<file path="config.mk">
export PLATFORM = sky130hd
export DESIGN_NAME = alut_decode
export DESIGN_NICKNAME = d
export VERILOG_FILES = /design/src/logic/alut_pkg.sv /design/src/logic/alut_decode.sv
export VERILOG_INCLUDE_DIRS = /design/src /design/src/logic
export SDC_FILE = /design/constraint.sdc
export NUM_CORES = 1
export LEC_CHECK = 0
export ABC_AREA = 1
export BUFFER_PORTS_ARGS = -buffer_cell sky130_fd_sc_hd__buf_4
export CAP_MARGIN = 15
export CORE_ASPECT_RATIO = 1.25
export CORE_UTILIZATION = 25
export DETAILED_ROUTE_END_ITERATION = 6
export HOLD_SLACK_MARGIN = 0.05
export PLACE_DENSITY = 0.45
export SYNTH_ARGS = -nofsm -noshare
export SYNTH_HDL_FRONTEND = slang
export SYNTH_SLANG_ARGS = --single-unit
</file>
<file path="constraint.sdc">
create_clock -name pclk2 -period 0.8 [get_ports pclk2]
set_clock_uncertainty 0.2 [all_clocks]
set_input_delay 0.04 -clock pclk2 [delete_from_list [all_inputs] [get_ports pclk2]]
set_output_delay 0.04 -clock pclk2 [all_outputs]
set_load 0.05 [all_outputs]
</file>
<file path="src/logic/alut_macros.svh">
`ifndef ALUT_MACROS_SVH
`define ALUT_MACROS_SVH

// table geometry
`define ALUT_DEPTH    256   // entries, direct mapped
`define ALUT_IDX_W    8     // table index width

// bridge ports
`define ALUT_PORT_W   2     // four ports

// frame counter used as time base
`define ALUT_STAMP_W  32

// one table word
// valid + port + stamp + mac
`define ALUT_DW       83

`endif

</file>
<file path="src/logic/alut_pkg.sv">
`default_nettype none

`include "alut_macros.svh"

package alut_pkg;

   // one table word as stored in alut_mem
   typedef struct packed {
      logic                     valid;
      logic [`ALUT_PORT_W-1:0]  port;   // port the mac was learned on
      logic [`ALUT_STAMP_W-1:0] stamp;  // frame count at learn time
      logic [47:0]              mac;
   } alut_entry_t;

   typedef enum logic [1:0] {
      FRAME = 2'd0,  // lookup dst, learn src
      SWEEP = 2'd1,  // age out stale entries
      NOP   = 2'd2
   } alut_op_t;

   // command payload, meaning depends on op
   typedef union packed {
      struct packed {
         logic [47:0]             dst_mac;
         logic [47:0]             src_mac;
         logic [`ALUT_PORT_W-1:0] src_port;
      } frame_f;
      struct packed {
         logic [`ALUT_STAMP_W-1:0]                  age_limit;
         logic [2*48+`ALUT_PORT_W-`ALUT_STAMP_W-1:0] pad;  // unused
      } sweep_f;
   } alut_cmd_u;

   typedef struct packed {
      alut_op_t  op;
      alut_cmd_u body;
   } alut_cmd_t;

   // decoded command, indices already folded
   typedef struct packed {
      alut_op_t                 op;
      logic [`ALUT_IDX_W-1:0]   dst_idx;
      logic [`ALUT_IDX_W-1:0]   src_idx;
      logic [47:0]              dst_mac;
      logic [47:0]              src_mac;
      logic [`ALUT_PORT_W-1:0]  src_port;
      logic [`ALUT_STAMP_W-1:0] age_limit;
   } alut_dec_t;

   typedef struct packed {
      logic                    hit;
      logic [`ALUT_PORT_W-1:0] fwd_port;  // zero on a miss
      logic                    flood;
      logic                    filter;    // dst sits on the src port, drop
   } alut_res_t;

endpackage

`default_nettype wire

</file>
<file path="src/logic/alut_decode.sv">
`default_nettype none

`include "alut_macros.svh"

module alut_decode
(
   input  logic                pclk2,
   input  logic                arst_n,
   input  logic                cmd_valid,  // single cycle strobe
   input  alut_pkg::alut_cmd_t cmd,
   input  logic                busy,
   output logic                dec_valid,
   output alut_pkg::alut_dec_t dec
);

   import alut_pkg::*;

   alut_dec_t dec_nxt;
   logic      cmd_known;

   // xor of the six mac bytes gives the table index
   function automatic logic [`ALUT_IDX_W-1:0] mac_fold(input logic [47:0] mac);
      logic [7:0] acc;
      acc = '0;
      for (int b = 0; b < 6; b++)
      begin
         acc ^= mac[8*b +: 8];
      end
      return acc;
   endfunction

   // ----------------------------------------------------------
   // pick the union view by op
   // ----------------------------------------------------------
   always_comb
   begin
      dec_nxt    = '0;
      dec_nxt.op = cmd.op;
      case (cmd.op)
         FRAME:
         begin
            dec_nxt.dst_mac  = cmd.body.frame_f.dst_mac;
            dec_nxt.src_mac  = cmd.body.frame_f.src_mac;
            dec_nxt.src_port = cmd.body.frame_f.src_port;
            dec_nxt.dst_idx  = mac_fold(cmd.body.frame_f.dst_mac);
            dec_nxt.src_idx  = mac_fold(cmd.body.frame_f.src_mac);
         end
         SWEEP:
            dec_nxt.age_limit = cmd.body.sweep_f.age_limit;
         default:
            dec_nxt.op = NOP;  // unknown codes fold to nop
      endcase
   end

   assign cmd_known = (cmd.op == FRAME) || (cmd.op == SWEEP);  // nop is dropped here

   always_ff @(posedge pclk2 or negedge arst_n)
   begin
      if (!arst_n)
         dec_valid <= 1'b0;
      else
         dec_valid <= cmd_valid && cmd_known;
   end

   always_ff @(posedge pclk2)
   begin
      if (cmd_valid)
         dec <= dec_nxt;
   end

   // environment must hold off while a command or the clear is running
   a_no_cmd_while_busy: assert property (@(posedge pclk2) disable iff (!arst_n)
      cmd_valid |-> !busy)
      else $error("alut_decode: command issued while busy");

endmodule

`default_nettype wire

</file>
## Word level (Yosys, flattened, before mapping)

Index checks and enable logic that the tools add are counted.

- Flip-flop bits (word level): 149
- Word-level logic and storage cells: 23
- Output and inout port bits: 149
- Bits of input ports: 104

- Eq/ne operators: 1
- Reduce and logical (&&, ||, !) cells: 4
- Bitwise gates (word level): 10

Operator list:

| kind | number |
|---|---|
| $xor 8x8->8 | 10 |
| $eq 2x1->1 const B | 1 |
| $logic_not 2->1 | 1 |
| $reduce_or 2->1 | 1 |
| $logic_and 1x1->1 | 1 |
| $logic_or 1x1->1 | 1 |

## Logic depth before layout (Yosys ltp)

- Depth after elaboration: 5
- Depth in mapped cells: 8
- Mapped depth without buffers: 8

## Least setup slack after synthesis

No wires, ideal clock.

- Path type: input -> register
- Start point: input port cmd[98] in the netlist's numbering
- End point: register dec[109] in the netlist's numbering, data pin
- Path slack: -0.145 ns
- Data required time: 0.465 ns
- Library setup time: 0.135 ns
- Arrival: 0.610 ns
- Cell stages on the path: 5
- Path buffers: 2
- Cell sequence: nor2_4 inv_2 buf_6 buf_6 nor2_2

- Longest elaborated chain between the ends: 1

RTL lines:

| item | RTL line | text |
|---|---|---|
| start: declaration | alut_decode.sv:10 | `input alut_pkg::alut_cmd_t cmd,` |
| $logic_not 2->1 | alut_decode.sv:39 | `case (cmd.op)` |
| end signal: assignment | alut_decode.sv:68 | `dec <= dec_nxt;` |
| end: declaration | alut_decode.sv:13 | `output alut_pkg::alut_dec_t dec` |

Every way passes these cells.
A chain may end at the register's enable or synchronous reset.

## Worst setup path in the final report

- Start point: register dec[142] in the netlist's numbering
- End point: output port dec[142] in the netlist's numbering

No word-level cell between the ends.

==> results.toml <==
[sta]
fmax_ghz = 0.787
timing.final.setup_violations = 150
rsz0062_at_grt = "true"
max-slew-margin-rel_pct = 77.0
min_period_over_period_pct = 159
finalCriticalPeriod_ns = 1.27
setup-tns-final_ns = -61.67
timing.hold.ws_ns = -0.283
finalHoldViolCount = 296
drv_slew = 0
layout_setup_ws_ns = -0.470
worst-slew-pin-transition_ns = 0.343

[detailed_routing]
dr.pass1.iters = 4
drt-wirelength-per-cell_um = 13.5
drcViolationCount = 0
route.detailed.vias_per_inst = 3.94
final_antenna_net_count = 0
initialDrtViolationCount = 197
routed_wirelength_mm = 18.4
detailroute.via_count = 5373

[global_routing]
antenna_found_initial = 0
groute.usage.overall_pct = 13.9
grt_pass1_wl_mm = 28.1
global_route.overflow_total = 0
maximum_number_of_pins_on_one_net_before_global_route_repair = 42
first_global_vias = 5346

[worst_setup_path]
critPathMaxStageDelay_ns = 0.43
cp_data_required_time_ns = 0.56
worst_setup_path_end_kind = "output pin"
crit_path_cell_trace = "buf_6"
startpoint = "dec[142]"
worst-path-buf-inv = 1
worstPathArrival_ns = 1.03
critical_path_class = "flop to output pin"
critPathMaxFanout = 1
critPathSlowestCell = "edfxtp_1"
timing.critical_path.from_type = "flop"
path_delay_family = "flip-flops"

[synth]
yosysWarningCount = 0
syn-num-nets = 775
synth_fa_ha_area_share_pct = 0
synth_top_family_by_area = "simple AND/OR/NAND/NOR gates"
portion_of_netlist_area_occupied_by_mux_cells_pct = 0
postSynthAreaPerCell_um2 = 9.87
synth_xor_xnor_area_share_pct = 2.12
synth_compound_area_share_pct = 0
netlist_area_mm2 = 0.00662
postSynthRegisterBits = 149
synth_simple_gate_area_share_pct = 22.3
synth.lib_cells_used.distinct = 14
syn_inst = 671
yosysSeqAreaShare_pct = 67.5

[die]
die_height_um = 184
io_pins = 253
rows = 66
fp.dieArea_mm2 = 0.0271
start_util_pct = 25.5
fp.dieW_um = 148
fp.coreArea_mm2 = 0.0260

[power_and_ir_drop]
power_mw = 24.1
vdd.ir_drop.worst_mv = 1.44
power.density_mw_per_mm2 = 2160
power_leakage_nw = 5.14

[clock_network]
cts_buffers = 17
cts_tree = "yes"
cts-root-to-sink-buffers = 2
cts.sink_count = 149
total_of_hold_buffers_inserted_after_clock_tree_synthesis = 4
htree_num_levels = 4
clk_transition_reported_paths_ns = 0.06
clk_root_buffer_cell = "clkbuf_16"
post-cts-setup-buffers = 0

[layout]
drive_gt1_share_pct = 44.4
final_cell_mix = "171 x buf_4, 158 x nand2_1, 151 x nor2_1, 150 x buf_6, 148 x edfxtp_1"
finalCoreUtilization_pct = 42.9
antenna_cells_inserted = 0
area.growth.synth_to_final_pct = 68.7
filler_cell_count = 2576
layout.nets = 1113
layout.cells.most_common = "buf_4"

[status]
violations = "negative hold slack, negative setup slack"
status = "finished, violations left"

[job]
max_cap_viols = 0

[hold_path]
holdCritPathClass = "input port to flop"
timing.hold.worst.start = "cmd[99]"

[placement]
gp_congestion = 0.762
detailedPlacementHpwl_mm = 13.9
buffer_ports.inserted = 251
[metrics by stage]
stage	instances	setup slack (ns)	instance area, um2
2_1_floorplan	671	-0.145	7000
3_3_place_gp	1326	-0.465	9910
3_5_place_dp	1326	-0.472	9910
4_1_cts	1362	-0.512	11200
5_1_grt	1362	-0.509	11200
6_report	1362	-0.470	11200
[synthesized netlist by cell type]
| master | number | area (um2) |
|---|---|---|
| nand2_1 | 176 | 661 |
| xor2_1 | 8 | 70.1 |
| xnor2_1 | 8 | 70.1 |
| nor2_4 | 1 | 11.3 |
| inv_2 | 1 | 3.75 |
| buf_2 | 11 | 55.1 |
| nand3_1 | 16 | 80.1 |
| edfxtp_1 | 148 | 4440 |
| inv_1 | 117 | 439 |
| nor2_1 | 160 | 601 |
| clkbuf_1 | 1 | 3.75 |
| dfrtp_1 | 1 | 25.0 |
| buf_6 | 3 | 33.8 |
| nor2_2 | 20 | 125 |
[area by class of cell]
cell class                 instances  area, um2  share of cell area (%)
sequential                       149       4470                    40.0
timing repair buffer             334       3200                    28.6
multi-input combinational        389       1850                    16.5
inverter                         118        583                    5.22
clock buffer                      22        444                    3.98
tap                              340        425                    3.81
clock inverter                    10        203                    1.81
[repair_timing]
action / CTS / global route
hold endpoints to repair: 298 / 296
endpoints found under the setup margin: 150 / 151
gates resized for setup: 150 / 2
cloned: 0 / 0
[where the power goes]
group | internal, mW | switching (mW)
Clock | 5.83 | 3.16
Combinational | 2.11 | 3.50
Sequential | 9.23 | 0.267
Total | 17.2 | 6.92
[layer usage]
metal  vias up  wire (um)  global-route usage (%)
met5         -          0                       0
met4         0        319                    5.24
met1      2422       7010                    14.5
met2       174       9400                    24.6
met3        20       1680                    6.10
li1       2757          -                       -
[cells by family (layout without fill, tap and decap cells)]
family                 after synthesis  after routing
buffers and inverters              133            484
flip-flops                         149            149
AND/OR/NAND/NOR                    373            373
XOR/XNOR                            16             16
[registers in the layout, indices dropped and copies added, names as in the netlist]
signal and flops:
dec_valid 1, dec 148
[path summary, 6_finish.rpt]
check / end / slack [ns] / cells after the start
min in group asynchronous: dec_valid / 0.26 / 3
max: dec[142] / -0.47 / 1
max in group asynchronous: dec_valid / 0.02 / 3
min: dec_valid / -0.28 / 3
Power figures use the tool's default switching activity.
