## config.mk

```make
export PLATFORM = sky130hd
export DESIGN_NAME = alut_result
export DESIGN_NICKNAME = d
export VERILOG_FILES = /design/src/logic/alut_pkg.sv /design/src/logic/alut_result.sv
export VERILOG_INCLUDE_DIRS = /design/src /design/src/logic
export SDC_FILE = /design/constraint.sdc
export NUM_CORES = 1
export LEC_CHECK = 0
export BUFFER_PORTS_ARGS = -buffer_cell sky130_fd_sc_hd__buf_4
export CAP_MARGIN = 20
export CORE_MARGIN = 2
export CORE_UTILIZATION = 27
export DETAILED_ROUTE_END_ITERATION = 6
export GPL_TIMING_DRIVEN = 0
export HOLD_SLACK_MARGIN = 0.15
export PLACE_DENSITY = 0.88
export SLEW_MARGIN = 10
export SYNTH_ARGS = -nofsm -noshare
export SYNTH_HDL_FRONTEND = slang
export SYNTH_SLANG_ARGS = --single-unit
```

## constraint.sdc

```tcl
create_clock -name pclk2 -period 0.8 [get_ports pclk2]
set_input_delay 0.04 -clock pclk2 [delete_from_list [all_inputs] [get_ports pclk2]]
set_output_delay 0.04 -clock pclk2 [all_outputs]
set_load 0.02 [all_outputs]
```

## src/logic/alut_macros.svh

```systemverilog
`ifndef ALUT_MACROS_SVH
`define ALUT_MACROS_SVH

// table geometry
`define ALUT_DEPTH    256   // entries, direct mapped
`define ALUT_IDX_W    8     // table index width

// bridge ports
`define ALUT_PORT_W   2     // four ports

// frame counter used as time base
`define ALUT_STAMP_W  32

// one table word
// valid + port + stamp + mac
`define ALUT_DW       83

`endif

```

## src/logic/alut_pkg.sv

```systemverilog
`default_nettype none

`include "alut_macros.svh"

package alut_pkg;

   // one table word as stored in alut_mem
   typedef struct packed {
      logic                     valid;
      logic [`ALUT_PORT_W-1:0]  port;   // port the mac was learned on
      logic [`ALUT_STAMP_W-1:0] stamp;  // frame count at learn time
      logic [47:0]              mac;
   } alut_entry_t;

   typedef enum logic [1:0] {
      FRAME = 2'd0,  // lookup dst, learn src
      SWEEP = 2'd1,  // age out stale entries
      NOP   = 2'd2
   } alut_op_t;

   // command payload, meaning depends on op
   typedef union packed {
      struct packed {
         logic [47:0]             dst_mac;
         logic [47:0]             src_mac;
         logic [`ALUT_PORT_W-1:0] src_port;
      } frame_f;
      struct packed {
         logic [`ALUT_STAMP_W-1:0]                  age_limit;
         logic [2*48+`ALUT_PORT_W-`ALUT_STAMP_W-1:0] pad;  // unused
      } sweep_f;
   } alut_cmd_u;

   typedef struct packed {
      alut_op_t  op;
      alut_cmd_u body;
   } alut_cmd_t;

   // decoded command, indices already folded
   typedef struct packed {
      alut_op_t                 op;
      logic [`ALUT_IDX_W-1:0]   dst_idx;
      logic [`ALUT_IDX_W-1:0]   src_idx;
      logic [47:0]              dst_mac;
      logic [47:0]              src_mac;
      logic [`ALUT_PORT_W-1:0]  src_port;
      logic [`ALUT_STAMP_W-1:0] age_limit;
   } alut_dec_t;

   typedef struct packed {
      logic                    hit;
      logic [`ALUT_PORT_W-1:0] fwd_port;  // zero on a miss
      logic                    flood;
      logic                    filter;    // dst sits on the src port, drop
   } alut_res_t;

endpackage

`default_nettype wire

```

## src/logic/alut_result.sv

```systemverilog
`default_nettype none

`include "alut_macros.svh"

module alut_result
(
   input  logic                    pclk2,
   input  logic                    arst_n,
   input  logic                    lookup_valid,  // add_rdata holds the dst entry
   input  logic [47:0]             lookup_mac,
   input  logic [`ALUT_PORT_W-1:0] lookup_port,   // port the frame came in on
   input  alut_pkg::alut_entry_t   add_rdata,
   output logic                    res_valid,
   output alut_pkg::alut_res_t     res
);

   import alut_pkg::*;

   alut_res_t res_nxt;
   logic      mac_eq;

   // ----------------------------------------------------------
   // forwarding decision
   // ----------------------------------------------------------
   assign mac_eq = (add_rdata.mac == lookup_mac);

   always_comb
   begin
      res_nxt     = '0;
      res_nxt.hit = add_rdata.valid && mac_eq;  // stale index owner is a miss
      if (res_nxt.hit)
         res_nxt.fwd_port = add_rdata.port;
      res_nxt.flood  = !res_nxt.hit;
      res_nxt.filter = res_nxt.hit && (add_rdata.port == lookup_port);
   end

   always_ff @(posedge pclk2 or negedge arst_n)
   begin
      if (!arst_n)
         res_valid <= 1'b0;
      else
         res_valid <= lookup_valid;  // single cycle pulse
   end

   always_ff @(posedge pclk2)
   begin
      if (lookup_valid)
         res <= res_nxt;
   end

endmodule

`default_nettype wire

```

Word-level counts from Yosys, hierarchy flattened
Index checks and enable logic that the tools add are counted.
- equal/unequal tests: 2
- reduce and logical (&&, ||, !) cells: 3
- operators with widths (cell ; number):
    == test 48 bit ; 1
    == test 2 bit ; 1
    logical AND 1 bit ; 2
    logical NOT 1 bit ; 1
- output and inout port bits: 6
- word-level logic and storage cells: 10
- bits in registers: 6
- input bits: 136

Depth between registers and ports, before layout
Gate-level depths: netlist of run 1.
- depth in word-level cells: 3
- depth in mapped cells: 5

Worst setup path after synthesis of run 1
OpenSTA, ideal clock, no wires.
- path type: input to register
- start point: input port add_rdata[23] (netlist name)
- end point: register res[1] (netlist name) (data pin)
- cell stages on the path: 5
- arrival: 0.839 ns
- slack: -0.311 ns
- library setup time: 0.272 ns
- data required time: 0.528 ns
- cells stage by stage: inv_1 -> a222oi_1 -> and4_1 -> and4_4 -> nand3_1
- RTL lines (element ; line ; source):
    from (decl) ; alut_result.sv:12 ; input alut_pkg::alut_entry_t add_rdata,
    to (signal assigned) ; alut_result.sv:48 ; res <= res_nxt;
    to (decl) ; alut_result.sv:14 ; output alut_pkg::alut_res_t res

==> impl_metrics.tcl, run 1 <==
set metrics [dict create \
    setup_violations 9 \
    cts_tree "done" \
    maxCapViolations 0 \
    leakage_uw 0.0009257 \
    ios 142 \
    cp_top_family "simple AND/OR/NAND/NOR gates" \
    wl_um 3175 \
    critPathLaunch "add_rdata[5]" \
    drt_iter0_drc 14 \
    final_common_cell "buf_4" \
    synth-seq-cells 6 \
    ant_nets 0 \
    core_area_um2 2781 \
    cp_max_fo 5 \
    preCtsSetupSlack_ns -0.6287 \
    syn_nets 224 \
    yosys.cell_types.count 22 \
    criticalPathCategory "input port to register" \
    grt_antenna_before_repair 0 \
    dieArea_um2 3392 \
    tightest_slew_ns 0.4581 \
    post_synth.cell_area_avg_um2 9.029 \
    hold_path_class "input port to register" \
    vias 1121 \
    critPathArrivalTime_ns 1.07 \
    powerDensity_nw_per_um2 804.9 \
    grtUsageTotal_pct 18.12 \
    worst_slack_ns -0.2922 \
    crit_cells 6 \
    netlist.area_leader.share_pct 36.38 \
    die_height_um 58.25 \
    yosysTopAreaCell "xnor2_1" \
    grt_overflow_total 0 \
    die_width_um 58.25 \
    initial_core_util_pct 28.56 \
    end_kind "register" \
    finish.instance_area_um2 1897 \
    syn-cell-area_um2 794.5 \
    drc 0 \
    synthCells 88 \
    grt_max_degree 7 \
    fin_nets 341 \
    max_freq_mhz 915.6 \
    ir_drop_uv 855.2 \
    clock-sinks 6 \
    start_kind "input port" \
    firstDrtPassIters 4 \
    place_congestion 0.7570 \
    hpwl_um 2575 \
    hold_viol 0 \
    mostFrequentLayoutCells "buf_4, xnor2_1, buf_6, xnor2_2, inv_1" \
    vias_per_cell 4.770 \
    fin_crit_sh_pct 136.5 \
    antenna_cells 0 \
    min_period_ns 1.092 \
    placed_area_um2 1679 \
    max_stage_delay_ns 0.31 \
    cts.htree.levels 1 \
    ys_top_cells_by_area "xnor2_1, edfxtp_1, xor2_1" \
    finalMaxSlewViolations 0 \
    relSlewSlack_pct 69.22 \
    area_growth_pct 138.7 \
    clk_pin_slew_ns 0.05 \
    root_buffer "clkbuf_4" \
    worstPathCellList "buf_6, xnor2_2, nand4_1, nor4_2, and4_4, nand3_2" \
    worst-path-buf-inv 1 \
    row_count 19 \
    seq_area_frac_synth_pct 22.05 \
    grt_pass1_wl_um 4685 \
    rsz0062_at_grt "yes" \
    final_layout_size_suffix_gt1_share_pct 63.24 \
    cts_buffers 3 \
    wl_per_cell_um 13.51 \
    yosysWarnings 0 \
    clk_path_buf_depth 2 \
    violations "negative setup slack" \
    worstSetupEndpoint "res[1]" \
    crit_required_ns 0.78 \
    status "finished, violations left" \
    grt_pass1_vias 1199 \
    slowest_stage "nor4_2" \
    io_buffers 109 \
]
## logic make-up (layout without fill, tap and decap cells)
| kind of cell | Yosys count | after routing | synth area share [%] |
|---|---|---|---|
| AO/OA/AOI/OAI | 10 | 10 | 9.764 |
| XOR/XNOR | 40 | 40 | 44.09 |
| buffers and inverters | 11 | 127 | 5.197 |
| flip-flops | 6 | 6 | 22.05 |
| AND/OR/NAND/NOR | 21 | 21 | 18.90 |
## where the power goes
group,switching (uW),total [uW],internal (uW),leakage [uW]
logic,283,862,579,0.000851
registers,7.98,363,355,0.0000597
clock network,113,302,189,0.0000150
total,403,1530,1120,0.000926
## how the worst min path moves through the flow
stage / slack [ns] / depth (start not counted) / start / to
6_report: 0.15 / 2 / add_rdata[80] / res[2]
2_1_floorplan: -0.26 / 0 / arst_n / res_valid
4_1_cts: 0.16 / 2 / add_rdata[80] / res[2]
5_1_grt: 0.18 / 2 / add_rdata[80] / res[2]
3_5_place_dp: -0.18 / 1 / arst_n / res_valid
3_3_place_gp: -0.18 / 1 / arst_n / res_valid
## synthesized netlist by cell type, drive strengths merged
library cell,number
nor3,2
inv,11
nor2,1
xor2,7
a22oi,2
nand3,1
xnor2,33
a211oi,1
nor4b,1
dfrtp,1
o22ai,3
a2bb2oi,1
and3,1
and4,5
a222oi,1
o2bb2ai,1
nand4,8
o221ai,1
nor4,2
edfxtp,5
## metrics by stage
stage                     hold slack (ns)  total power (uW)  TNS [ns]  utilization (%)  std cells
after floorplan                   -0.2556             631.3    -1.341                -         88
after global placement            -0.1845              1103    -3.014            60.37        228
after detailed placement          -0.1846              1122    -2.991            60.37        228
after CTS                          0.1590              1498    -1.409            66.40        235
after global routing               0.1760              1618    -1.936            68.20        235
final                              0.1503              1527    -1.428            68.20        235
## final cells by class
class | instances | area, um^2
repair buffers | 112 | 927.1
clock buffers | 4 | 26.28
well taps | 31 | 38.79
flip-flops and latches | 6 | 175.2
multi-input cells | 71 | 688.2
inverters | 11 | 41.29
fillers | 220 | 884.6
## what timing repair did
| item | 4_1_cts | 5_1_grt |
|---|---|---|
| pin swaps | 12 | 9 |
| endpoints found under the hold margin | 7 | 1 |
| hold buffers | 3 | 1 |
| resized for setup | 21 | 11 |
| endpoints found under the setup margin | 8 | 12 |
| buffers inserted | 0 | 0 |
## layer usage
layer	up-vias	global-route usage, %	routed length, um
met1	482	16.16	892
met2	82	37.66	1814
met5	-	0	0
met4	0	6.977	76
li1	549	-	-
met3	8	4.464	391
## state kept, by name, summed over array words and instances (netlist names)
name,flops
res,5
res_valid,1
Note: power is estimated with default switching activity, not from simulation.
==> run 2, diff against run 1 <==
--- a/config.mk
+++ b/config.mk
@@ -8,12 +8,14 @@
 export LEC_CHECK = 0
 export BUFFER_PORTS_ARGS = -buffer_cell sky130_fd_sc_hd__buf_4
 export CAP_MARGIN = 20
+export CORE_ASPECT_RATIO = 1.5
 export CORE_MARGIN = 2
 export CORE_UTILIZATION = 27
 export DETAILED_ROUTE_END_ITERATION = 6
 export GPL_TIMING_DRIVEN = 0
 export HOLD_SLACK_MARGIN = 0.15
 export PLACE_DENSITY = 0.88
+export REMOVE_ABC_BUFFERS = 1
 export SLEW_MARGIN = 10
 export SYNTH_ARGS = -nofsm -noshare
 export SYNTH_HDL_FRONTEND = slang
==> impl_metrics.tcl, run 2 (synthesized netlist as in run 1, its figures left out) <==
set metrics [dict create \
    clock-sinks 6 \
    row_count 24 \
    p_switching_uw 407.3 \
    core_area_um2 2853 \
    drc 0 \
    place_congestion 0.7028 \
    cts_tree "done" \
    cts.htree.levels 1 \
    finalMaxSlewViolations 0 \
    end_kind "register" \
    whs_endpoint "res[3]" \
    leakage_uw 0.0009046 \
    setup_violations 6 \
    relSlewSlack_pct 65.50 \
    instances_no_fill 243 \
    hold_path_class "input port to register" \
    io_buffers 109 \
    dpl.cell_count 236 \
    initial_core_util_pct 27.85 \
    root_buffer "clkbuf_8" \
    top_regs "res: 5 flops, res_valid: 1 flops" \
    seq_power_share_pct 21.8 \
    grtUsageTotal_pct 17.10 \
    crit_required_ns 0.75 \
    comb_power_share_pct 49.3 \
    dieArea_um2 3401 \
    worst_slack_ns -0.2848 \
    criticalPathCategory "input port to register" \
    tightest_slew_ns 0.5135 \
    cts_buffers 3 \
    regMostFlops "res" \
    ios 142 \
    min_period_ns 1.085 \
    wl_per_cell_um 11.90 \
    fin_crit_sh_pct 135.6 \
    mostFrequentLayoutCells "buf_4, xnor2_1, buf_6, inv_1" \
    final_common_cell "buf_4" \
    firstDrtPassIters 4 \
    ant_nets 0 \
    powerDensity_nw_per_um2 886.8 \
    preCtsSetupSlack_ns -0.6568 \
    clk_pin_slew_ns 0.04 \
    violations "negative setup slack" \
    antenna_cells 0 \
    grt_overflow_total 0 \
    die_width_um 48.29 \
    fin_nets 341 \
    grt_pass1_wl_um 4326 \
    vias 1105 \
    vias_per_cell 4.547 \
    start_kind "input port" \
    hpwl_um 2495 \
    clk_path_buf_depth 2 \
    max_freq_mhz 921.8 \
    hold_viol 0 \
    final_layout_size_suffix_gt1_share_pct 61.27 \
    die_height_um 70.44 \
    wl_um 2892 \
    cp_max_fo 5 \
    area_growth_pct 136.2 \
    rsz0062_at_grt "yes" \
    grt_pass1_vias 1143 \
    grt_max_degree 7 \
    min_path_cells 2 \
    grt_antenna_before_repair 0 \
    p_int_uw 1257 \
    drt_iter0_drc 22 \
    clkPwrFrac_pct 28.8 \
    ir_drop_uv 465.0 \
    netSwitchingFraction_pct 24.47 \
    status "finished, violations left" \
    maxCapViolations 0 \
    fin_util_pct 65.79 \
    hp-start "add_rdata[81]" \
    critPathArrivalTime_ns 1.03 \
    largest_register_ffs 5 \
]
==> run 2: cell counts in the layout (fill, tap and decap cells not counted) <==
No cell type changed its count.
==> run 2: cell type report <==
type,instances,area [um^2]
clock buffers,4,45.04
well taps,39,48.80
fillers,222,975.9
inverters,11,41.29
repair buffers,112,908.4
multi-input cells,71,658.1
flip-flops and latches,6,175.2
==> run 2: worst max path at each step <==
stage / start / endpoint / slack [ns] / depth (start not counted)
2_1_floorplan: add_rdata[23] / res[1] / -0.31 / 5
3_3_place_gp: lookup_mac[1] / res[1] / -0.62 / 6
3_5_place_dp: lookup_mac[1] / res[1] / -0.66 / 6
4_1_cts: add_rdata[3] / res[1] / -0.32 / 6
5_1_grt: add_rdata[20] / res[2] / -0.38 / 6
6_report: add_rdata[3] / res[1] / -0.28 / 6
==> run 2: power by group through the flow <==
stage	combinational (uW)	sequential, uW	clock [uW]
after detailed placement	739	364	0
final	821	364	480
after global routing	885	365	517
after floorplan	235	386	0
after CTS	817	360	473
after global placement	726	363	0
==> run 2: what timing repair did <==
item / 4_1_cts / 5_1_grt
pin swaps: 12 / 3
hold buffers: 3 / 0
setup buffers: 0 / 0
setup endpoints to repair: 6 / 12
resized for setup: 21 / 6
hold endpoints to repair: 7 / 0
cloned: 0 / 0
==> run 2: routing by layer <==
metal  GRT usage [%]  share of wire (%)  vias to the layer above
met5               0                  0                        -
li1                -                  -                      551
met4           2.703                  0                        0
met3           5.426                 15                        0
met2           34.65                 58                       79
met1           14.20                 28                      475
==> run 2: per-stage QoR <==
stage / hold WS (ns) / power, uW / setup TNS, ns / cell area (um^2)
after global placement: -0.1847 / 1090 / -2.985 / 1662
after floorplan: -0.2556 / 621.1 / -1.417 / 794.5
after detailed placement: -0.1845 / 1103 / -3.160 / 1662
after global routing: 0.1764 / 1767 / -1.868 / 1877
after CTS: 0.1670 / 1651 / -1.478 / 1854
final: 0.1651 / 1664 / -1.333 / 1877
==> run 2: worst max-delay path: stages <==
cell	delay, ns
buf_6	0.10
xnor2_2	0.14
nand4_1	0.13
nor4_2	0.28
and4_4	0.28
nand3_2	0.06
