--- config.mk ---
export PLATFORM = sky130hd
export DESIGN_NAME = alut_ager
export DESIGN_NICKNAME = d
export VERILOG_FILES = /design/src/logic/alut_pkg.sv /design/src/logic/alut_ager.sv
export VERILOG_INCLUDE_DIRS = /design/src /design/src/logic
export SDC_FILE = /design/constraint.sdc
export NUM_CORES = 1
export LEC_CHECK = 0
export BUFFER_PORTS_ARGS = -buffer_cell sky130_fd_sc_hd__buf_2
export CORE_MARGIN = 10
export CORE_UTILIZATION = 47
export CTS_BUF_LIST = sky130_fd_sc_hd__clkbuf_16
export CTS_CLUSTER_DIAMETER = 120
export DETAILED_ROUTE_END_ITERATION = 16
export PLACE_DENSITY = 0.89
export SLEW_MARGIN = 20
export SYNTH_ARGS = -nofsm -noshare
export SYNTH_HDL_FRONTEND = slang
export SYNTH_SLANG_ARGS = --single-unit
--- constraint.sdc ---
create_clock -name pclk2 -period 4.5 [get_ports pclk2]
set_clock_uncertainty 0.05 [all_clocks]
set_input_delay 0 -clock pclk2 [delete_from_list [all_inputs] [get_ports pclk2]]
set_output_delay 0 -clock pclk2 [all_outputs]
set_load 0.05 [all_outputs]
--- src/logic/alut_macros.svh ---
`ifndef ALUT_MACROS_SVH
`define ALUT_MACROS_SVH

// table geometry
`define ALUT_DEPTH    256   // entries, direct mapped
`define ALUT_IDX_W    8     // table index width

// bridge ports
`define ALUT_PORT_W   2     // four ports

// frame counter used as time base
`define ALUT_STAMP_W  32

// one table word
// valid + port + stamp + mac
`define ALUT_DW       83

`endif

--- src/logic/alut_pkg.sv ---
`default_nettype none

`include "alut_macros.svh"

package alut_pkg;

   // one table word as stored in alut_mem
   typedef struct packed {
      logic                     valid;
      logic [`ALUT_PORT_W-1:0]  port;   // port the mac was learned on
      logic [`ALUT_STAMP_W-1:0] stamp;  // frame count at learn time
      logic [47:0]              mac;
   } alut_entry_t;

   typedef enum logic [1:0] {
      FRAME = 2'd0,  // lookup dst, learn src
      SWEEP = 2'd1,  // age out stale entries
      NOP   = 2'd2
   } alut_op_t;

   // command payload, meaning depends on op
   typedef union packed {
      struct packed {
         logic [47:0]             dst_mac;
         logic [47:0]             src_mac;
         logic [`ALUT_PORT_W-1:0] src_port;
      } frame_f;
      struct packed {
         logic [`ALUT_STAMP_W-1:0]                  age_limit;
         logic [2*48+`ALUT_PORT_W-`ALUT_STAMP_W-1:0] pad;  // unused
      } sweep_f;
   } alut_cmd_u;

   typedef struct packed {
      alut_op_t  op;
      alut_cmd_u body;
   } alut_cmd_t;

   // decoded command, indices already folded
   typedef struct packed {
      alut_op_t                 op;
      logic [`ALUT_IDX_W-1:0]   dst_idx;
      logic [`ALUT_IDX_W-1:0]   src_idx;
      logic [47:0]              dst_mac;
      logic [47:0]              src_mac;
      logic [`ALUT_PORT_W-1:0]  src_port;
      logic [`ALUT_STAMP_W-1:0] age_limit;
   } alut_dec_t;

   typedef struct packed {
      logic                    hit;
      logic [`ALUT_PORT_W-1:0] fwd_port;  // zero on a miss
      logic                    flood;
      logic                    filter;    // dst sits on the src port, drop
   } alut_res_t;

endpackage

`default_nettype wire

--- src/logic/alut_ager.sv ---
`default_nettype none

`include "alut_macros.svh"

module alut_ager
(
   input  logic                     pclk2,
   input  logic                     arst_n,
   input  logic                     sweep_start,
   input  logic [`ALUT_STAMP_W-1:0] age_limit,
   input  logic [`ALUT_STAMP_W-1:0] now_stamp,  // held by execute during a sweep
   // age port of the table
   output logic [`ALUT_IDX_W-1:0]   age_idx,
   output logic                     age_we,
   output alut_pkg::alut_entry_t    age_wdata,
   input  alut_pkg::alut_entry_t    age_rdata,
   output logic                     ager_busy,
   output logic                     sweep_done,
   output logic [`ALUT_IDX_W:0]     sweep_count  // entries dropped by last sweep
);

   import alut_pkg::*;

   typedef enum logic [1:0] {
      AG_CLEAR,  // zero fill after reset
      AG_IDLE,
      AG_SWEEP   // read, then maybe write, per index
   } ag_state_t;

   ag_state_t                state;
   logic [`ALUT_IDX_W-1:0]   idx;
   logic                     wr_slot;   // write cycle of the pair, also clear enable
   logic                     last_idx;
   logic [`ALUT_STAMP_W-1:0] limit_q;
   logic [`ALUT_STAMP_W-1:0] age_diff;
   logic                     stale;
   alut_entry_t              aged;

   assign last_idx  = (int'(idx) == `ALUT_DEPTH - 1);
   assign ager_busy = (state != AG_IDLE);
   assign age_idx   = idx;

   // ----------------------------------------------------------
   // staleness, read data belongs to idx in the write slot
   // ----------------------------------------------------------
   assign age_diff = now_stamp - age_rdata.stamp;  // modulo 2^32
   assign stale    = age_rdata.valid && (age_diff > limit_q);

   always_comb
   begin
      aged       = age_rdata;
      aged.valid = 1'b0;  // keep the rest of the word
   end

   always_comb
   begin
      if (state == AG_CLEAR)
         age_wdata = '0;
      else
         age_wdata = aged;
   end

   assign age_we = wr_slot && ((state == AG_CLEAR) || ((state == AG_SWEEP) && stale));

   always_ff @(posedge pclk2 or negedge arst_n)
   begin
      if (!arst_n)
      begin
         state       <= AG_CLEAR;
         idx         <= '0;
         wr_slot     <= 1'b0;
         sweep_done  <= 1'b0;
         sweep_count <= '0;
      end
      else
      begin
         sweep_done <= 1'b0;
         case (state)
            AG_CLEAR:
            begin
               wr_slot <= 1'b1;  // one write per cycle
               if (wr_slot)
               begin
                  idx <= idx + 1'b1;
                  if (last_idx)
                  begin
                     state   <= AG_IDLE;  // no done pulse for the clear
                     wr_slot <= 1'b0;
                  end
               end
            end
            AG_IDLE:
               if (sweep_start)
               begin
                  state       <= AG_SWEEP;
                  idx         <= '0;
                  sweep_count <= '0;
               end
            AG_SWEEP:
            begin
               wr_slot <= !wr_slot;
               if (wr_slot)
               begin
                  idx <= idx + 1'b1;
                  if (stale)
                     sweep_count <= sweep_count + 1'b1;
                  if (last_idx)
                  begin
                     state      <= AG_IDLE;
                     sweep_done <= 1'b1;  // count final in the same cycle
                  end
               end
            end
            default:
               state <= AG_IDLE;
         endcase
      end
   end

   always_ff @(posedge pclk2)
   begin
      if (sweep_start)
         limit_q <= age_limit;
   end

   // decode blocks commands while busy, so a sweep never lands mid-walk
   a_start_when_idle: assert property (@(posedge pclk2) disable iff (!arst_n)
      sweep_start |-> !ager_busy)
      else $error("alut_ager: sweep_start while ager busy");

endmodule

`default_nettype wire

# Word-level counts from Yosys, hierarchy flattened
# Cells that the tools add are included.
dict set report op_classes {
  n_eq_ne 9
  n_addsub 3
  reduce_logical 13
  mux 18
  order_cmp 1
}
# op count
set ops {}
lappend ops {{$mux 82} 1}
lappend ops {{$gt 32x32->1} 1}
lappend ops {{$sub 32x32->32} 1}
lappend ops {{$mux 9} 3}
lappend ops {{$pmux 9 s2} 1}
lappend ops {{$mux 8} 2}
lappend ops {{$pmux 8 s2} 1}
lappend ops {{$add 9x1->9 const B} 1}
lappend ops {{$add 8x1->8 const B} 1}
lappend ops {{$eq 8x1->1 const B} 1}
lappend ops {{$mux 2} 3}
lappend ops {{$ne 2x1->1 const B} 3}
lappend ops {{$ne 2x2->1 const B} 3}
lappend ops {{$reduce_and 3->1} 2}
lappend ops {{$reduce_bool 2->1} 3}
lappend ops {{$mux 1} 5}
lappend ops {{$pmux 2 s2} 1}
lappend ops {{$reduce_and 4->1} 1}
lappend ops {{$logic_and 1x1->1} 3}
lappend ops {{$eq 2x1->1 const B} 1}
lappend ops {{$eq 2x2->1 const B} 1}
lappend ops {{$logic_not 2->1} 1}
lappend ops {{$pmux 1 s2} 1}
lappend ops {{$reduce_or 2->1} 1}
lappend ops {{2 further kinds} 2}
dict set report totals {
  reg_bits 53
  elab_cells 50
  inputBits 150
}

# Longest topological paths before layout
dict set report depth {
  ltp_word 6
  ltp_mapped 21
}

# Worst setup path after synthesis
# Ideal clock, no wire load.
dict set report synth_path {
  path_kind {input port to output port}
  startpoint {input age_rdata[49] in the netlist's numbering}
  endpoint {output age_we}
  path_stages 17
  path_buffers 0
  setup_slack_ns 0.559
  t_arrival_ns 3.891
  cell_sequence {inv_1 -> ha_1 -> nor2b_1 -> o31a_1 -> o31ai_4 -> o21ai_2 -> a211o_1 -> and2_4 -> a221o_1 -> xnor2_1 -> ha_1 -> nand4_1 -> or2_1 -> nor3_2 -> o41ai_2 -> a21o_1 -> a21oi_1}
}
dict set report synth_via {
  elab_chain_len 6
}
# element line_no
set synth_lines {}
lappend synth_lines {{start, declared} alut_ager.sv:16} ;# input alut_pkg::alut_entry_t age_rdata,
lappend synth_lines {{$sub 32x32->32} alut_ager.sv:46} ;# assign age_diff = now_stamp - age_rdata.stamp;
lappend synth_lines {{$gt 32x32->1} alut_ager.sv:47} ;# assign stale = age_rdata.valid && (age_diff > limit_q);
lappend synth_lines {{$logic_and 1x1->1} alut_ager.sv:47}
lappend synth_lines {{$logic_and 1x1->1} alut_ager.sv:63} ;# assign age_we = wr_slot && ((state == AG_CLEAR) || ((state == AG_SWEEP) && stale));
lappend synth_lines {{$logic_or 1x1->1} alut_ager.sv:63}
lappend synth_lines {{$logic_and 1x1->1} alut_ager.sv:63}
lappend synth_lines {{end, declared} alut_ager.sv:14} ;# output logic age_we,
# No other way between the ends.

# Final worst setup path
dict set report layout_path {
  startpoint {input now_stamp[0]}
  endpoint {register sweep_count[0]}
}
dict set report layout_via {
  elab_chain_len 5
}
# element line_no
set layout_lines {}
lappend layout_lines {{start, declared} alut_ager.sv:11} ;# input logic [`ALUT_STAMP_W-1:0] now_stamp,
lappend layout_lines {{$sub 32x32->32} alut_ager.sv:46}
lappend layout_lines {{$gt 32x32->1} alut_ager.sv:47}
lappend layout_lines {{$logic_and 1x1->1} alut_ager.sv:47}
lappend layout_lines {{$ne 2x2->1 (no line)} n/a}
lappend layout_lines {{$reduce_and 4->1 (no line)} n/a}
lappend layout_lines {{end signal, assigned} alut_ager.sv:106} ;# sweep_count <= sweep_count + 1'b1;
lappend layout_lines {{end, declared} alut_ager.sv:19} ;# output logic [`ALUT_IDX_W:0] sweep_count
# No other way between the ends.
# A chain may end at the register's enable or synchronous reset.

==> key figures <==
Clock network
  – CTS max path bufs: 2
  – Post-CTS Setup Inserts: 0
  – Clk root buf: clkbuf_16
  – CTS Sinks: 53
  – Worst-path clk slew: 0.07 ns
  – CTS buffer count: 5
  – CTS tree: done
  – CTS resizes: 0
  – Clock Latency Late Sink: 0.30 ns
  – H-tree levels: 2

Global route
  – Vias in the first global route: 5553
  – Initial antenna violation count: 2
  – Largest net degree at the start of global routing: 44
  – Gr ovfl total: 0
  – First-pass GRT wire length: 26500 um
  – GRT Util Overall: 21.4%

Synth
  – Syn Std Cell Area: 0.00508 mm^2
  – Post-synth EDFFs: 32
  – Syn avg cell area: 8.36 um^2
  – Synthesis Warnings: 0
  – Largest family of logic cells by synthesized area: simple AND/OR/NAND/NOR gates
  – Synth Area in Adders: 16.4%
  – Post-synthesis sequential area ratio: 29.2%
  – Synthesized net count: 824
  – Post-synthesis simple-gate area fraction: 23.1%
  – Post-synthesis register bit count: 53
  – Compound-gate portion of the synthesized area: 18.1%
  – XOR/XNOR Fraction of Synth Area: 5.68%
  – Mux cell area share after synthesis: 1.01%
  – Post-synth top flop: edfxtp_1
  – Post-synth ARST share: 39.6%
  – Mapped Cells: 608
  – Post-synth cell types: 57

Timing
  – Final setup vio count: 0
  – Tcrit/Tclk final: 92.8%
  – Final min period: 4.18 ns
  – Slew Limit Fails: 0
  – Max Clk Rate: 239 MHz
  – TNS Setup: 0 ns
  – Worst slew pin tran: 0.910 ns
  – Slew HR: 39.2%
  – RSZ-0062 raised after global routing: false
  – Final Hold Fails: 0

Floorplanning
  – Core area: 0.0104 mm^2
  – Row count: 37
  – Ports: 253
  – Die Area: 0.0154 mm^2
  – Initial core utilization: 48.8%
  – DIE WIDTH: 124 um
  – Die height: 124 um

Detailed routing
  – Total Wirelength: 17300 um
  – Drc violations: 0
  – Initial DRC count: 337
  – Via-to-Cell Ratio: 5.18
  – DR vias: 5304
  – Final ANT Viol Nets: 0
  – Drt pass-1 iters: 4
  – WL/cell: 16.9 um

Setup path
  – Critical Path Fanout Max: 7
  – Worst setup EP type: flop
  – CP Data Required Time: 4.64 ns
  – Worst r2r src: limit_q[15]$_DFFE_PP_
  – Kind of critical path: primary input to flop
  – R2R Path End: sweep_count[0]$_DFFE_PN0P_
  – Worst r2r path cells: 9
  – Worst setup SP type: primary input
  – Reg2reg setup slack: 1.77 ns
  – Arrival time at the worst endpoint: 4.31 ns

Power
  – Net Sw Frac: 58.3%
  – P_sw: 1930 uW
  – Leakage power total: 0.00382 uW
  – Sequential Power Share: 20.3%
  – Internal power: 1380 uW
  – PD cells: 476 mW/mm^2
  – Comb power frac: 68.0%
  – Max VDD drop: 0.000522 V
  – Clock power frac: 11.8%

Final layout
  – Nets: 1101
  – Utilization after layout: 66.7%
  – Layout cells sized above 1: 30.9%
  – Area growth syn-to-layout: 36.7%

Place
  – Hpwl dp: 13800 um
  – # port buffers: 251
  – GPL Wtd Cong: 0.894

Run
  – Max-cap violations: 0

Run status
  – Status: finished clean

Hold path
  – Worst min path class: primary input to async pin
layer usage:
| metal | vias to the layer above | global-route usage (%) | routed length (um) |
|---|---|---|---|
| li1 | 2658 | - | - |
| met1 | 2397 | 22.6 | 6300 |
| met2 | 207 | 39.0 | 8860 |
| met3 | 42 | 6.29 | 1520 |
| met4 | 0 | 8.35 | 587 |
| met5 | - | 0 | 0 |
cell families after synthesis:
kind of cell               Yosys count
muxes                                5
xor gates and xnor gates            33
and+or+nand+nor                    227
DFF                                 53
other                                1
AOI/OAI and AO/OA                  137
buffers and inverters               86
adders and majority gates           66
registers in the layout (all words and copies together), names as in the netlist:
| register | cells |
|---|---|
| age_idx | 8 |
| limit_q | 32 |
| state | 2 |
| sweep_count | 9 |
| sweep_done | 1 |
| wr_slot | 1 |
layout by cell type (no fill, tap or decap), types with 4 or more instances in the layout:
cell type / instances
inv_1: 70
o21bai_1: 5
a21oi_1: 45
o211ai_1: 5
a21o_1: 28
clkbuf_16: 5
nand4_1: 11
and3_1: 9
dlygate4sd3_1: 33
nor2b_1: 59
o21a_1: 6
nand2_1: 35
dfrtp_1: 21
buf_2: 251
o21ai_0: 18
mux2i_1: 4
nor2_1: 64
nand3_1: 14
edfxtp_1: 32
xor2_1: 18
nand3b_1: 4
nor3_1: 7
nand2b_1: 8
o21ai_1: 4
ha_1: 65
xnor2_1: 15
power by group through the flow:
stage               clock [uW]  sequential, uW  combinational, uW
floorplan                    0             768               1590
global placement             0             673               2190
detailed placement           0             676               2220
CTS                        393             667               2260
global route               412             678               2410
finish                     389             671               2250
synth_stat cells (all sizes together), types with 2 or more instances:
library cell	instances	area [um^2]
nor2	65	244
a221o	3	30.0
xnor2	15	131
nor2b	59	369
nand3b	4	30.0
a21oi	45	225
nand2b	8	50.1
or2	3	18.8
nand2	35	131
mux2i	4	40.0
and4	3	26.3
a2111oi	2	18.8
and3	9	56.3
nand4	11	68.8
o21ai	23	119
a211oi	6	60.1
o21bai	5	37.5
and2	3	21.3
ha	65	813
xor2	18	158
buf	2	11.3
a21boi	2	15.0
nand3	14	70.1
inv	70	263
o31ai	3	36.3
nor3	8	45.0
a21o	28	210
clkbuf	14	52.6
o21a	6	45.0
dfrtp	21	526
nor3b	2	15.0
o211ai	5	37.5
edfxtp	32	961
timing repair:
item | 4_1_cts | 5_1_grt
hold buffers | 33 | 0
setup endpoints to repair | 0 | 1
hold endpoints to repair | 53 | 0
how the worst max path moves through the flow:
stage / start / end
after floorplan: age_rdata[49] / age_we
after global placement: age_rdata[54] / sweep_count[0]$_DFFE_PN0P_
after detailed placement: age_rdata[54] / sweep_count[0]$_DFFE_PN0P_
after CTS: now_stamp[0] / sweep_count[0]$_DFFE_PN0P_
after global routing: now_stamp[0] / sweep_count[0]$_DFFE_PN0P_
final: now_stamp[0] / sweep_count[0]$_DFFE_PN0P_
critical path, cell delays in order:
cell and delay (ns):
buf_2 0.09, inv_1 0.05, ha_1 0.16, inv_1 0.06
fa_1 0.40, a21o_1 0.19, nand4_1 0.12, a21oi_1 0.14
o21ai_0 0.25, a21oi_1 0.13, o211ai_1 0.33, nor2_1 0.11
a211oi_1 0.31, ha_1 0.19, nand4_1 0.11, or2_1 0.28
nor3_2 0.27, o41ai_2 0.18, a211oi_2 0.47, nor2_1 0.12
mux2_2 0.31
cell type report:
cell class / count / area (um^2)
fillers: 865 / 3470
multi-input cells: 469 / 3280
repair buffers: 286 / 1600
flip-flops and latches: 53 / 1490
inverters: 70 / 263
well taps: 136 / 170
clock buffers: 5 / 125
clock inverters: 3 / 18.8
diodes: 2 / 5.00
per-stage QoR:
stage / total power (uW) / cells / area (um^2) / setup slack (ns) / hold slack [ns]
CTS: 3320 / 1022 / 6940 / 0.295 / 0.146
finish: 3310 / 1024 / 6950 / 0.322 / 0.146
global placement: 2870 / 981 / 6470 / 0.318 / -0.0758
detailed placement: 2900 / 981 / 6470 / 0.0969 / -0.0706
global route: 3500 / 1024 / 6950 / 0.00282 / 0.191
floorplan: 2360 / 608 / 5080 / 0.559 / -0.346
(Power assumes the default switching activity.)
